==> config.mk <==
export PLATFORM = sky130hd
export DESIGN_NAME = procyon_exec
export DESIGN_NICKNAME = d
export VERILOG_FILES = /design/src/hdl/procyon_ops_pkg.sv /design/src/hdl/procyon_types_pkg.sv /design/src/hdl/procyon_exec.sv /design/src/hdl/reorder_buffer.sv /design/src/hdl/cdb_arbiter.sv /design/src/hdl/mul_unit.sv /design/src/hdl/ieu.sv /design/src/hdl/sync_fifo.sv
export VERILOG_INCLUDE_DIRS = /design/src /design/src/hdl
export SDC_FILE = /design/constraint.sdc
export NUM_CORES = 2
export LEC_CHECK = 0
export ABC_CLOCK_PERIOD_IN_PS = 11080
export BUFFER_PORTS_ARGS = -buffer_cell sky130_fd_sc_hd__buf_2
export CAP_MARGIN = 0
export CORE_ASPECT_RATIO = 1.5
export CORE_MARGIN = 8
export CORE_UTILIZATION = 55
export CTS_BUF_LIST = sky130_fd_sc_hd__clkbuf_4 sky130_fd_sc_hd__clkbuf_8 sky130_fd_sc_hd__clkbuf_16
export DETAILED_ROUTE_END_ITERATION = 8
export HOLD_SLACK_MARGIN = 0.12
export PLACE_DENSITY_LB_ADDON = 0.05
export SYNTH_ARGS = -nofsm -noshare
export SYNTH_HDL_FRONTEND = slang
export SYNTH_HIERARCHICAL = 1
export SYNTH_SLANG_ARGS = --single-unit
==> constraint.sdc <==
create_clock -name clk -period 11.08 [get_ports clk]
set_input_delay 2.216 -clock clk [delete_from_list [all_inputs] [get_ports clk]]
set_output_delay 2.216 -clock clk [all_outputs]
set_load 0.1 [all_outputs]
==> src/hdl/procyon_cfg.svh <==
`ifndef PROCYON_CFG_SVH
`define PROCYON_CFG_SVH

// Operand and result word
`define DATA_WIDTH 32

// Architectural register index
`define REG_WIDTH 5

// Reorder buffer size and depth of each result queue
`define ROB_DEPTH 8

// Must be log2 of ROB_DEPTH
`define TAG_WIDTH 3

`endif
==> src/hdl/procyon_ops_pkg.sv <==
`default_nettype none

package procyon_ops_pkg;

    typedef enum logic [3:0] {
        OP_ADD = 4'h0,
        OP_SUB = 4'h1,
        OP_AND = 4'h2,
        OP_OR  = 4'h3,
        OP_XOR = 4'h4,
        OP_SLL = 4'h5,
        OP_SRL = 4'h6,
        OP_SLT = 4'h7,
        OP_MUL = 4'h8
    } procyon_op_t;

    typedef enum logic {
        FU_IEU = 1'b0,
        FU_MUL = 1'b1
    } procyon_fu_t;

    typedef enum logic [1:0] {
        ROB_EMPTY = 2'b00,
        ROB_BUSY  = 2'b01,
        ROB_DONE  = 2'b10
    } rob_state_t;

endpackage

`default_nettype wire

==> src/hdl/procyon_types_pkg.sv <==
`default_nettype none

`include "procyon_cfg.svh"

package procyon_types_pkg;

    // Operand or result word
    typedef logic [`DATA_WIDTH-1:0] procyon_data_t;

    // Reorder buffer index
    typedef logic [`TAG_WIDTH-1:0]  procyon_tag_t;

    // Destination register index
    typedef logic [`REG_WIDTH-1:0]  procyon_reg_t;

endpackage

`default_nettype wire

==> src/hdl/procyon_exec.sv <==
`timescale 1ns/1ps
`default_nettype none

module procyon_exec (
    input  logic                             clk,
    input  logic                             i_reset,
    input  logic                             i_dispatch_en,
    input  procyon_ops_pkg::procyon_op_t     i_dispatch_op,
    input  procyon_types_pkg::procyon_reg_t  i_dispatch_rdest,
    input  procyon_types_pkg::procyon_data_t i_dispatch_src_a,
    input  procyon_types_pkg::procyon_data_t i_dispatch_src_b,
    output logic                             o_rob_full,
    output logic                             o_retire_en,
    output procyon_types_pkg::procyon_reg_t  o_retire_rdest,
    output procyon_types_pkg::procyon_data_t o_retire_data
);

    import procyon_types_pkg::*;
    import procyon_ops_pkg::*;

    procyon_tag_t   alloc_tag;
    procyon_fu_t    fu_sel;
    logic           ieu_en;
    logic           mul_en;

    logic           ieu_req;
    procyon_tag_t   ieu_tag;
    procyon_data_t  ieu_data;
    logic           ieu_grant;
    logic           mul_req;
    procyon_tag_t   mul_tag;
    procyon_data_t  mul_data;
    logic           mul_grant;

    logic           cdb_en;
    procyon_tag_t   cdb_tag;
    procyon_data_t  cdb_data;

    // Only MUL goes to the multiplier
    assign fu_sel = (i_dispatch_op == OP_MUL) ? FU_MUL : FU_IEU;
    assign ieu_en = i_dispatch_en && (fu_sel == FU_IEU);
    assign mul_en = i_dispatch_en && (fu_sel == FU_MUL);

    reorder_buffer rob_inst (
        .clk(clk),
        .i_reset(i_reset),
        .i_dispatch_en(i_dispatch_en),
        .i_dispatch_rdest(i_dispatch_rdest),
        .o_alloc_tag(alloc_tag),
        .o_full(o_rob_full),
        .i_cdb_en(cdb_en),
        .i_cdb_tag(cdb_tag),
        .i_cdb_data(cdb_data),
        .o_retire_en(o_retire_en),
        .o_retire_rdest(o_retire_rdest),
        .o_retire_data(o_retire_data)
    );

    ieu ieu_inst (
        .clk(clk),
        .i_reset(i_reset),
        .i_en(ieu_en),
        .i_op(i_dispatch_op),
        .i_tag(alloc_tag),
        .i_src_a(i_dispatch_src_a),
        .i_src_b(i_dispatch_src_b),
        .i_grant(ieu_grant),
        .o_req(ieu_req),
        .o_tag(ieu_tag),
        .o_data(ieu_data)
    );

    mul_unit mul_inst (
        .clk(clk),
        .i_reset(i_reset),
        .i_en(mul_en),
        .i_tag(alloc_tag),
        .i_src_a(i_dispatch_src_a),
        .i_src_b(i_dispatch_src_b),
        .i_grant(mul_grant),
        .o_req(mul_req),
        .o_tag(mul_tag),
        .o_data(mul_data)
    );

    cdb_arbiter cdb_arbiter_inst (
        .clk(clk),
        .i_reset(i_reset),
        .i_ieu_req(ieu_req),
        .i_ieu_tag(ieu_tag),
        .i_ieu_data(ieu_data),
        .i_mul_req(mul_req),
        .i_mul_tag(mul_tag),
        .i_mul_data(mul_data),
        .o_ieu_grant(ieu_grant),
        .o_mul_grant(mul_grant),
        .o_cdb_en(cdb_en),
        .o_cdb_tag(cdb_tag),
        .o_cdb_data(cdb_data)
    );

endmodule

`default_nettype wire

==> src/hdl/reorder_buffer.sv <==
`timescale 1ns/1ps
`default_nettype none

`include "procyon_cfg.svh"

module reorder_buffer (
    input  logic                             clk,
    input  logic                             i_reset,
    input  logic                             i_dispatch_en,
    input  procyon_types_pkg::procyon_reg_t  i_dispatch_rdest,
    output procyon_types_pkg::procyon_tag_t  o_alloc_tag,
    output logic                             o_full,
    input  logic                             i_cdb_en,
    input  procyon_types_pkg::procyon_tag_t  i_cdb_tag,
    input  procyon_types_pkg::procyon_data_t i_cdb_data,
    output logic                             o_retire_en,
    output procyon_types_pkg::procyon_reg_t  o_retire_rdest,
    output procyon_types_pkg::procyon_data_t o_retire_data
);

    import procyon_types_pkg::*;
    import procyon_ops_pkg::*;

    rob_state_t           entry_state [0:`ROB_DEPTH-1];
    procyon_reg_t         entry_rdest [0:`ROB_DEPTH-1];
    procyon_data_t        entry_data  [0:`ROB_DEPTH-1];

    procyon_tag_t         head;
    procyon_tag_t         tail;
    logic [`TAG_WIDTH:0]  count;
    logic                 alloc;
    logic                 retire;

    assign o_alloc_tag = tail;
    assign o_full      = (count == (`TAG_WIDTH+1)'(`ROB_DEPTH));
    assign alloc       = i_dispatch_en && !o_full;
    assign retire      = (entry_state[head] == ROB_DONE);

    // Tail and head wrap on their own since the tag width matches the depth
    always_ff @(posedge clk) begin
        if (i_reset) begin
            for (int i = 0; i < `ROB_DEPTH; i++) begin
                entry_state[i] <= ROB_EMPTY;
            end
            head        <= '0;
            tail        <= '0;
            count       <= '0;
            o_retire_en <= 1'b0;
        end else begin
            o_retire_en <= retire;
            if (alloc) begin
                entry_state[tail] <= ROB_BUSY;
                tail              <= tail + 1'b1;
            end
            if (i_cdb_en) begin
                entry_state[i_cdb_tag] <= ROB_DONE;
            end
            if (retire) begin
                entry_state[head] <= ROB_EMPTY;
                head              <= head + 1'b1;
            end
            case ({alloc, retire})
                2'b10:   count <= count + 1'b1;
                2'b01:   count <= count - 1'b1;
                default: count <= count;
            endcase
        end
    end

    always_ff @(posedge clk) begin
        if (alloc) begin
            entry_rdest[tail] <= i_dispatch_rdest;
        end
        if (i_cdb_en) begin
            entry_data[i_cdb_tag] <= i_cdb_data;
        end
        if (retire) begin
            o_retire_rdest <= entry_rdest[head];
            o_retire_data  <= entry_data[head];
        end
    end

endmodule

`default_nettype wire

==> src/hdl/cdb_arbiter.sv <==
`timescale 1ns/1ps
`default_nettype none

module cdb_arbiter (
    input  logic                             clk,
    input  logic                             i_reset,
    input  logic                             i_ieu_req,
    input  procyon_types_pkg::procyon_tag_t  i_ieu_tag,
    input  procyon_types_pkg::procyon_data_t i_ieu_data,
    input  logic                             i_mul_req,
    input  procyon_types_pkg::procyon_tag_t  i_mul_tag,
    input  procyon_types_pkg::procyon_data_t i_mul_data,
    output logic                             o_ieu_grant,
    output logic                             o_mul_grant,
    output logic                             o_cdb_en,
    output procyon_types_pkg::procyon_tag_t  o_cdb_tag,
    output procyon_types_pkg::procyon_data_t o_cdb_data
);

    import procyon_ops_pkg::*;

    procyon_fu_t last_winner;

    // On a tie the unit that did not win last time goes first
    assign o_ieu_grant = i_ieu_req && (!i_mul_req || (last_winner == FU_MUL));
    assign o_mul_grant = i_mul_req && !o_ieu_grant;

    always_ff @(posedge clk) begin
        if (i_reset) begin
            o_cdb_en    <= 1'b0;
            last_winner <= FU_MUL;
        end else begin
            o_cdb_en <= o_ieu_grant || o_mul_grant;
            if (o_ieu_grant) begin
                last_winner <= FU_IEU;
            end else if (o_mul_grant) begin
                last_winner <= FU_MUL;
            end
        end
    end

    always_ff @(posedge clk) begin
        if (o_ieu_grant) begin
            o_cdb_tag  <= i_ieu_tag;
            o_cdb_data <= i_ieu_data;
        end else if (o_mul_grant) begin
            o_cdb_tag  <= i_mul_tag;
            o_cdb_data <= i_mul_data;
        end
    end

endmodule

`default_nettype wire

==> src/hdl/mul_unit.sv <==
`timescale 1ns/1ps
`default_nettype none

`include "procyon_cfg.svh"

module mul_unit (
    input  logic                             clk,
    input  logic                             i_reset,
    input  logic                             i_en,
    input  procyon_types_pkg::procyon_tag_t  i_tag,
    input  procyon_types_pkg::procyon_data_t i_src_a,
    input  procyon_types_pkg::procyon_data_t i_src_b,
    input  logic                             i_grant,
    output logic                             o_req,
    output procyon_types_pkg::procyon_tag_t  o_tag,
    output procyon_types_pkg::procyon_data_t o_data
);

    import procyon_types_pkg::*;

    localparam int HALF        = `DATA_WIDTH / 2;
    localparam int QUEUE_WIDTH = `TAG_WIDTH + `DATA_WIDTH;

    logic                   s1_valid;
    procyon_tag_t           s1_tag;
    logic [HALF-1:0]        s1_a_hi;
    logic [HALF-1:0]        s1_a_lo;
    logic [HALF-1:0]        s1_b_hi;
    logic [HALF-1:0]        s1_b_lo;

    logic                   s2_valid;
    procyon_tag_t           s2_tag;
    procyon_data_t          s2_pp_ll;
    procyon_data_t          s2_pp_hl;
    procyon_data_t          s2_pp_lh;

    procyon_data_t          s3_product;
    logic [QUEUE_WIDTH-1:0] queue_rd_data;
    logic                   queue_empty;

    always_ff @(posedge clk) begin
        if (i_reset) begin
            s1_valid <= 1'b0;
            s2_valid <= 1'b0;
        end else begin
            s1_valid <= i_en;
            s2_valid <= s1_valid;
        end
    end

    // The high-by-high product lies entirely above the low word
    always_ff @(posedge clk) begin
        {s1_a_hi, s1_a_lo} <= i_src_a;
        {s1_b_hi, s1_b_lo} <= i_src_b;
        s1_tag             <= i_tag;
        s2_pp_ll           <= s1_a_lo * s1_b_lo;
        s2_pp_hl           <= s1_a_hi * s1_b_lo;
        s2_pp_lh           <= s1_a_lo * s1_b_hi;
        s2_tag             <= s1_tag;
    end

    assign s3_product = s2_pp_ll + ((s2_pp_hl + s2_pp_lh) << HALF);

    sync_fifo #(
        .WIDTH(QUEUE_WIDTH),
        .DEPTH(`ROB_DEPTH)
    ) result_queue (
        .clk(clk),
        .i_reset(i_reset),
        .i_wr_en(s2_valid),
        .i_wr_data({s2_tag, s3_product}),
        .i_rd_en(i_grant),
        .o_rd_data(queue_rd_data),
        .o_empty(queue_empty),
        .o_full()
    );

    assign o_req           = !queue_empty;
    assign {o_tag, o_data} = queue_rd_data;

endmodule

`default_nettype wire

==> src/hdl/ieu.sv <==
`timescale 1ns/1ps
`default_nettype none

`include "procyon_cfg.svh"

module ieu (
    input  logic                             clk,
    input  logic                             i_reset,
    input  logic                             i_en,
    input  procyon_ops_pkg::procyon_op_t     i_op,
    input  procyon_types_pkg::procyon_tag_t  i_tag,
    input  procyon_types_pkg::procyon_data_t i_src_a,
    input  procyon_types_pkg::procyon_data_t i_src_b,
    input  logic                             i_grant,
    output logic                             o_req,
    output procyon_types_pkg::procyon_tag_t  o_tag,
    output procyon_types_pkg::procyon_data_t o_data
);

    import procyon_types_pkg::*;
    import procyon_ops_pkg::*;

    localparam int QUEUE_WIDTH = `TAG_WIDTH + `DATA_WIDTH;

    procyon_data_t          result;
    logic [QUEUE_WIDTH-1:0] queue_rd_data;
    logic                   queue_empty;

    // Shift amounts use only the low 5 bits of operand b
    always_comb begin
        case (i_op)
            OP_ADD:  result = i_src_a + i_src_b;
            OP_SUB:  result = i_src_a - i_src_b;
            OP_AND:  result = i_src_a & i_src_b;
            OP_OR:   result = i_src_a | i_src_b;
            OP_XOR:  result = i_src_a ^ i_src_b;
            OP_SLL:  result = i_src_a << i_src_b[4:0];
            OP_SRL:  result = i_src_a >> i_src_b[4:0];
            OP_SLT:  result = ($signed(i_src_a) < $signed(i_src_b)) ? procyon_data_t'(1) : '0;
            default: result = '0;
        endcase
    end

    sync_fifo #(
        .WIDTH(QUEUE_WIDTH),
        .DEPTH(`ROB_DEPTH)
    ) result_queue (
        .clk(clk),
        .i_reset(i_reset),
        .i_wr_en(i_en),
        .i_wr_data({i_tag, result}),
        .i_rd_en(i_grant),
        .o_rd_data(queue_rd_data),
        .o_empty(queue_empty),
        .o_full()
    );

    assign o_req           = !queue_empty;
    assign {o_tag, o_data} = queue_rd_data;

endmodule

`default_nettype wire

==> src/hdl/sync_fifo.sv <==
`timescale 1ns/1ps
`default_nettype none

module sync_fifo #(
    parameter int WIDTH = 8,
    parameter int DEPTH = 8
) (
    input  logic             clk,
    input  logic             i_reset,
    input  logic             i_wr_en,
    input  logic [WIDTH-1:0] i_wr_data,
    input  logic             i_rd_en,
    output logic [WIDTH-1:0] o_rd_data,
    output logic             o_empty,
    output logic             o_full
);

    localparam int PTR_WIDTH = (DEPTH > 1) ? $clog2(DEPTH) : 1;
    localparam int CNT_WIDTH = $clog2(DEPTH + 1);

    logic [WIDTH-1:0]     mem [0:DEPTH-1];
    logic [PTR_WIDTH-1:0] rd_ptr;
    logic [PTR_WIDTH-1:0] wr_ptr;
    logic [CNT_WIDTH-1:0] count;
    logic                 do_rd;
    logic                 do_wr;

    assign o_empty   = (count == '0);
    assign o_full    = (count == CNT_WIDTH'(DEPTH));
    assign o_rd_data = mem[rd_ptr];
    assign do_rd     = i_rd_en && !o_empty;
    // A full queue still accepts a write when its head leaves in the same cycle
    assign do_wr     = i_wr_en && (!o_full || do_rd);

    always_ff @(posedge clk) begin
        if (i_reset) begin
            rd_ptr <= '0;
            wr_ptr <= '0;
            count  <= '0;
        end else begin
            if (do_rd) begin
                rd_ptr <= (rd_ptr == PTR_WIDTH'(DEPTH - 1)) ? '0 : rd_ptr + 1'b1;
            end
            if (do_wr) begin
                wr_ptr <= (wr_ptr == PTR_WIDTH'(DEPTH - 1)) ? '0 : wr_ptr + 1'b1;
            end
            case ({do_wr, do_rd})
                2'b10:   count <= count + 1'b1;
                2'b01:   count <= count - 1'b1;
                default: count <= count;
            endcase
        end
    end

    always_ff @(posedge clk) begin
        if (do_wr) begin
            mem[wr_ptr] <= i_wr_data;
        end
    end

endmodule

`default_nettype wire

* Word level (Yosys, flattened, before mapping)
Memories as Yosys holds them, arrays and structs flattened. A register that Yosys moved wholly into a read port is not among the register bits.
Index checks and enable logic that the tools add are counted.
** Cells by class
- Add/sub/neg operators :: 16
- Bitwise logic cells :: 4
- Div/mod/pow operators :: 0
- $mul :: 3
- Mux-type cells :: 48
- Shift-type cells :: 2
- Reductions and logical operators :: 29
- Order comparisons :: 1
- Equality and inequality tests :: 22
** Operators with widths (count)
- $pmux W32 S8 :: 1
- $add A32 B32 Y32 :: 2
- $mux W32 :: 2
- $mux W3 :: 15
- $and A32 B32 Y32 :: 1
- $lt A32 B32 Y1 :: 1
- $mul A16 B16 Y16 :: 2
- $mul A16 B16 Y32 :: 1
- $or A32 B32 Y32 :: 1
- $shl A32 B5 Y32 :: 1
- $shr A32 B5 Y32 :: 1
- $sub A32 B32 Y32 :: 1
- $xor A32 B32 Y32 :: 1
- $mux W1 :: 24
- $pmux W4 S2 :: 3
- $add A3 B1 Y3 const B :: 6
- $add A16 B16 Y16 :: 1
- $eq A4 B3 Y1 const B :: 4
- $eq A4 B4 Y1 const B :: 4
- $add A4 B1 Y4 const B :: 3
- $eq A3 B3 Y1 const B :: 4
- $logic_not A4 Y1 :: 3
- $sub A4 B1 Y4 const B :: 3
- $logic_and A1 B1 Y1 :: 9
- other kinds (10) :: 31
** Word-level totals
- Flip-flop bits (word level) :: 204
- Bits in read-only memories :: 0
- Bits in latches :: 0
- Memories kept :: 5
- Bits in writable memories :: 872
** Memory list
- ieu_inst.result_queue.mem :: words 8, width 35, rd ports 1, clocked after Yosys merged registers in 1, write ports 1, line sync_fifo.sv:21 : logic [WIDTH-1:0] mem [0:DEPTH-1];
- mul_inst.result_queue.mem :: words 8, width 35, rd ports 1, clocked after Yosys merged registers in 1, write ports 1, line sync_fifo.sv:21
- rob_inst.entry_data :: words 8, width 32, rd ports 1, clocked after Yosys merged registers in 1, write ports 1, line reorder_buffer.sv:26 : procyon_data_t entry_data [0:`ROB_DEPTH-1];
- rob_inst.entry_rdest :: words 8, width 5, rd ports 1, clocked after Yosys merged registers in 1, write ports 1, line reorder_buffer.sv:25 : procyon_reg_t entry_rdest [0:`ROB_DEPTH-1];
- rob_inst.entry_state :: words 8, width 2, rd ports 1, clocked after Yosys merged registers in 1, write ports 8, line reorder_buffer.sv:24 : rob_state_t entry_state [0:`ROB_DEPTH-1];

* Longest topological paths before layout
- Depth after elaboration :: 10
- Mapped depth :: 23
- Mapped depth without buffers :: 21

* Cells and area by module
Netlist, hierarchy kept.
** Modules (own cells, without submodules)
- mul_unit :: instances 1, cells each 2236, area each 20289.5 um2, seq. area each 2722.6 um2
- reorder_buffer :: instances 1, cells each 774, area each 13669.4 um2, seq. area each 10600.2 um2
- sync_fifo (ieu_inst.result_queue) :: instances 1, cells each 490, area each 11275.8 um2, seq. area each 8668.3 um2
- sync_fifo (mul_inst.result_queue) :: instances 1, cells each 489, area each 11270.8 um2, seq. area each 8668.3 um2
- ieu :: instances 1, cells each 1165, area each 7947.6 um2, seq. area each 0.0 um2
- cdb_arbiter :: instances 1, cells each 84, area each 1689.1 um2, seq. area each 1091.0 um2
- procyon_exec :: instances 1, cells each 3, area each 27.5 um2, seq. area each 0.0 um2

* Worst setup path after synthesis
OpenSTA, ideal clock, no wires.
- Kind :: input-to-reg
- Start :: in i_dispatch_op[3]
- End :: mem ieu_inst/result_queue/mem[0][0] (netlist bit) (enable)
- Stages on the path :: 5
- Path slack :: 4.450 ns
- Setup time :: 0.515 ns
- Path buffers :: 1
- Data required time :: 10.565 ns
- Data arrival time :: 6.116 ns
- Path through :: nor4b_2 nor2b_1 buf_2 o21ai_4 nor4_1
** On the way
- Longest elaborated chain between the ends :: 7
** RTL lines
- start, declared :: line procyon_exec.sv:8 : input procyon_ops_pkg::procyon_op_t i_dispatch_op,
- $eq A4 B4 Y1 :: line procyon_exec.sv:40 : assign fu_sel = (i_dispatch_op == OP_MUL) ? FU_MUL : FU_IEU;
- $mux W1 :: line procyon_exec.sv:40
- $not A1 Y1 :: line procyon_exec.sv:41 : assign ieu_en = i_dispatch_en && (fu_sel == FU_IEU);
- $logic_and A1 B1 Y1 :: line procyon_exec.sv:41
- net ieu_en :: line procyon_exec.sv:23 : logic ieu_en;
- $logic_and A1 B1 Y1 :: line sync_fifo.sv:33 : assign do_wr = i_wr_en && (!o_full || do_rd);
- $mux W1 :: line sync_fifo.sv:56 : if (do_wr) begin
- $mux W1 (not written as such) :: line sync_fifo.sv:57 : mem[wr_ptr] <= i_wr_data;
- end, declared :: line sync_fifo.sv:21
The timed path passes the listed nets, and every way through them passes these cells.

* Final worst setup path
- Start :: reg mul_inst.s1_b_lo[4]
- End :: reg mul_inst.s2_pp_ll[31]
** On the way
- Longest elaborated chain between the ends :: 1
** RTL lines
- start, declared :: line mul_unit.sv:29 : logic [HALF-1:0] s1_b_lo;
- start signal, assigned :: line mul_unit.sv:54 : {s1_b_hi, s1_b_lo} <= i_src_b;
- $mul A16 B16 Y32 :: line mul_unit.sv:56 : s2_pp_ll <= s1_a_lo * s1_b_lo;
- end signal, assigned :: line mul_unit.sv:56
- end, declared :: line mul_unit.sv:33 : procyon_data_t s2_pp_ll;
Every way passes these cells.
A chain may end at the register's enable or synchronous reset.

==> PnR_summary.wiki <==
{| class="wikitable"
! Metric !! Value
|-
| Register-to-Register Path Depth || 19
|-
| Antenna violations before repair || 4
|-
| Count of input and output buffers || ~110
|-
| Endpoint of the lowest-slack register-to-register path || mul_inst/s2_pp_ll[31]
|-
| Clk Tree Root Cell || sky130_fd_sc_hd__clkbuf_16
|-
| Max stage delay on crit path || between 1 and 1.5 ns
|-
| Routed WL || 172 mm
|-
| Inserted Clock Buffers || ~100
|-
| Final Instance Count excl. Fillers || 6947
|-
| Worst reg-to-reg setup slack || ~4.6 ns
|-
| TritonCTS clock tree || built
|-
| Final Critical Period || ~6.5 ns
|-
| Maximum number of pins on one net before global-route repair || 77
|-
| Number of instances in the placed design || approximately 6.8k
|-
| Worst-case setup margin in the final layout || 4.55 ns
|-
| Core region area || approximately 120000 um2
|-
| Worst setup path start || mul_inst/s1_b_lo[4]
|-
| Smallest hold slack || 0.329 ns
|-
| Setup slack after placement || 4.29 ns
|-
| Residual DRC || 0
|-
| Area Growth Syn to Fin || 8.27%
|-
| Ratio of cells with drive above 1 in the final layout || between 10 and 15%
|-
| Clock sink count || roughly 1.1k
|-
| # IOs || about 120
|-
| Via-to-Cell Ratio || around 6
|-
| Layout net count || 6069
|-
| Synthesized area || 66200 um2
|-
| Crit Path Max Fanout || 28
|-
| Period utilization || 58.9%
|-
| Cells on Worst Hold Path || 0
|-
| Global-route usage over all layers || 25.9%
|-
| Die Ht || between 400 and 500 um
|-
| Most frequent CP cell || sky130_fd_sc_hd__fa_1
|-
| Sum of negative setup slack || 0 ns
|-
| Max Transition Viols Final || 0
|-
| Combined area of the multi-input logic cells || 31000 um2
|-
| Detailed-router iteration count before antenna repair || 6
|-
| Count of H-tree levels built during CTS || 3
|-
| Skew-Pair Late Insertion Delay || approximately 0.70 ns
|-
| Hold path startpoint || mul_inst/s1_tag[0]
|-
| Full die area || 132000 um2
|-
| Setup repair after global routing missed its margin || no
|-
| Number of instances in the synthesized netlist || 5239
|-
| Total setup buffers inserted after CTS || 0
|-
| Crit path launch type || flip-flop
|-
| Tightest Pin Transition || between 1 and 1.5 ns
|-
| Wirelength per Cell || roughly 25 um
|-
| Count of filler cells inserted in the layout || between 9k and 10k
|-
| Power density of the placed cells || ~260 nW/um2
|-
| Maximum clock insertion buffer count || 3
|-
| First-pass GRT wire length || ~260 mm
|-
| Vias || around 41k
|-
| Maximum ir drop on the vdd rail || around 380 uV
|-
| Setup violators final || 0
|-
| CP Data Arrival Time || just over 7 ns
|-
| Sum of overflow across all layers after global routing || 0
|-
| Yosys warnings || 6
|-
| Post-DP HPWL || between 100 and 150 mm
|-
| Rows || roughly 160
|-
| DR iter-0 viols || 2882
|-
| Critical path endpoint category || flip-flop
|-
| Post-CTS sizing || 0
|-
| Die width || 299 um
|-
| Placement-stage cell area || 68200 um2
|-
| Category of the critical setup timing path || flip-flop to flip-flop
|-
| Hold Vio Cnt, Final || 0
|-
| Global placer's final weighted congestion || between 1 and 1.5
|-
| Reported max-cap violation count || 0
|-
| Leakage || approximately 28 nW
|-
| Hold path endpoint || mul_inst/s2_tag[0]
|-
| Number of hold buffers added after cts || 0
|-
| Initial standard-cell utilization of the core || between 50% and 60%
|-
| Maximum clock rate || 153 MHz
|-
| Post-Syn Area per Cell || between 10 and 15 um2
|-
| Worst slew margin relative to its limit || 20.9%
|-
| Vias in the first global route || 42.6k
|-
| Class of the tightest hold or removal check || flip-flop to flip-flop
|-
| Post-synth net total || 6030
|-
| Slowest cell on the critical path || sky130_fd_sc_hd__dfxtp_1
|-
| RR Startpoint || mul_inst/s1_b_lo[4]
|-
| Crit path cell chain || and2_1 > fa_1 > inv_1 > fa_1 > fa_1 > inv_1 > fa_1 > fa_1 > inv_1 > fa_1 > inv_1 > ha_1 > and3_1 > a31oi_1 > a2111oi_2 > o21ai_1 > o21ai_0 > a21oi_1 > xnor2_1
|-
| Worst clock skew || approximately 0.050 ns
|-
| Run status || complete, no violations
|-
| Sequential cell area in the final layout || 31800 um2
|-
| Post-CTS clock slew at the launch and capture registers of the worst setup and hold paths || approximately 0.07 ns
|-
| Post-route ant nets || 0
|-
| Final Cell Area || about 70000 um2
|-
| Required arrival time at the worst endpoint || between 10 and 15 ns
|}
==> cell type report <==
class	count	share of cell area, %
inverter	603	3.16
timing repair buffer	200	1.70
clock buffer	124	3.85
clock inverter	66	0.866
multi-input combinational	3250	43.3
sequential	1122	44.4
antenna	2	0.00699
tap	1580	2.76
==> routing by layer <==
layer	part of all wire (%)	vias to the layer above	wire, um	GRT usage (%)
met5	0	-	0	0
met4	4.8	0	8260	11.4
met3	4.2	353	7210	3.23
met2	53	1159	90500	47.5
met1	38	21078	65700	30.4
li1	-	18580	-	-
==> cell usage in the layout, fill, tap and decap left out, types with 41 or more instances in the layout <==
| cell | instances |
|---|---|
| sky130_fd_sc_hd__and2_1 | 225 |
| sky130_fd_sc_hd__xnor2_1 | 128 |
| sky130_fd_sc_hd__nor2_1 | 202 |
| sky130_fd_sc_hd__a21oi_1 | 197 |
| sky130_fd_sc_hd__o21ai_0 | 163 |
| sky130_fd_sc_hd__a21o_1 | 43 |
| sky130_fd_sc_hd__edfxtp_1 | 928 |
| sky130_fd_sc_hd__a22oi_1 | 58 |
| sky130_fd_sc_hd__buf_2 | 113 |
| sky130_fd_sc_hd__dfxtp_1 | 185 |
| sky130_fd_sc_hd__nor2b_1 | 41 |
| sky130_fd_sc_hd__xor2_1 | 45 |
| sky130_fd_sc_hd__mux4_2 | 184 |
| sky130_fd_sc_hd__fa_1 | 360 |
| sky130_fd_sc_hd__clkbuf_16 | 103 |
| sky130_fd_sc_hd__inv_1 | 595 |
| sky130_fd_sc_hd__nor3_1 | 56 |
| sky130_fd_sc_hd__nand2_1 | 449 |
| sky130_fd_sc_hd__buf_4 | 87 |
| sky130_fd_sc_hd__mux2_2 | 107 |
| sky130_fd_sc_hd__ha_1 | 355 |
| sky130_fd_sc_hd__mux2i_1 | 98 |
==> state kept, by name, indices dropped and copies added, names as in the netlist, 4 cells and up, named ones only <==
register	flops
cdb_arbiter_inst/o_cdb_data	32
ieu_inst/result_queue/count	4
ieu_inst/result_queue/mem	280
mul_inst/result_queue/count	4
mul_inst/result_queue/mem	280
mul_inst/s1_a_hi	16
mul_inst/s1_a_lo	16
mul_inst/s1_b_hi	16
mul_inst/s1_b_lo	16
mul_inst/s2_pp_hl	16
mul_inst/s2_pp_lh	16
mul_inst/s2_pp_ll	32
rob_inst/count	4
rob_inst/entry_data	256
rob_inst/entry_rdest	40
rob_inst/entry_state	16
rob_inst/o_retire_data	32
rob_inst/o_retire_rdest	5
==> where the power goes <==
group          switching, mW  internal [mW]
logic                   5.28           3.40
registers              0.320           6.04
clock network           1.56           1.98
==> critical path: cells and delay by family, from the launching register on <==
kind | cells | cell delay (ns)
flops | 1 | 1.03
compound gates | 5 | 1.36
simple gates | 2 | 0.53
buf+inv | 4 | 0.22
xor+xnor | 1 | 0.13
fa+ha+maj | 7 | 3.15
==> stage by stage <==
step,total power [mW],util [%]
3_3_place_gp,15.0,56.8
6_report,18.6,59.7
5_1_grt,19.9,59.7
2_1_floorplan,12.7,-
4_1_cts,18.8,59.7
3_5_place_dp,15.2,56.8
==> how the worst max path moves through the flow <==
stage | end | slack [ns] | cells after the start
2_1_floorplan | ieu_inst/result_queue/mem[0][0] | 4.45 | 5
4_1_cts | mul_inst/s2_pp_ll[30] | 4.56 | 20
5_1_grt | mul_inst/s2_pp_ll[31] | 4.24 | 19
3_5_place_dp | ieu_inst/result_queue/mem[0][26] | 4.29 | 13
3_3_place_gp | ieu_inst/result_queue/mem[4][31] | 4.43 | 13
6_report | mul_inst/s2_pp_ll[31] | 4.55 | 19
(Power assumes the default switching activity.)
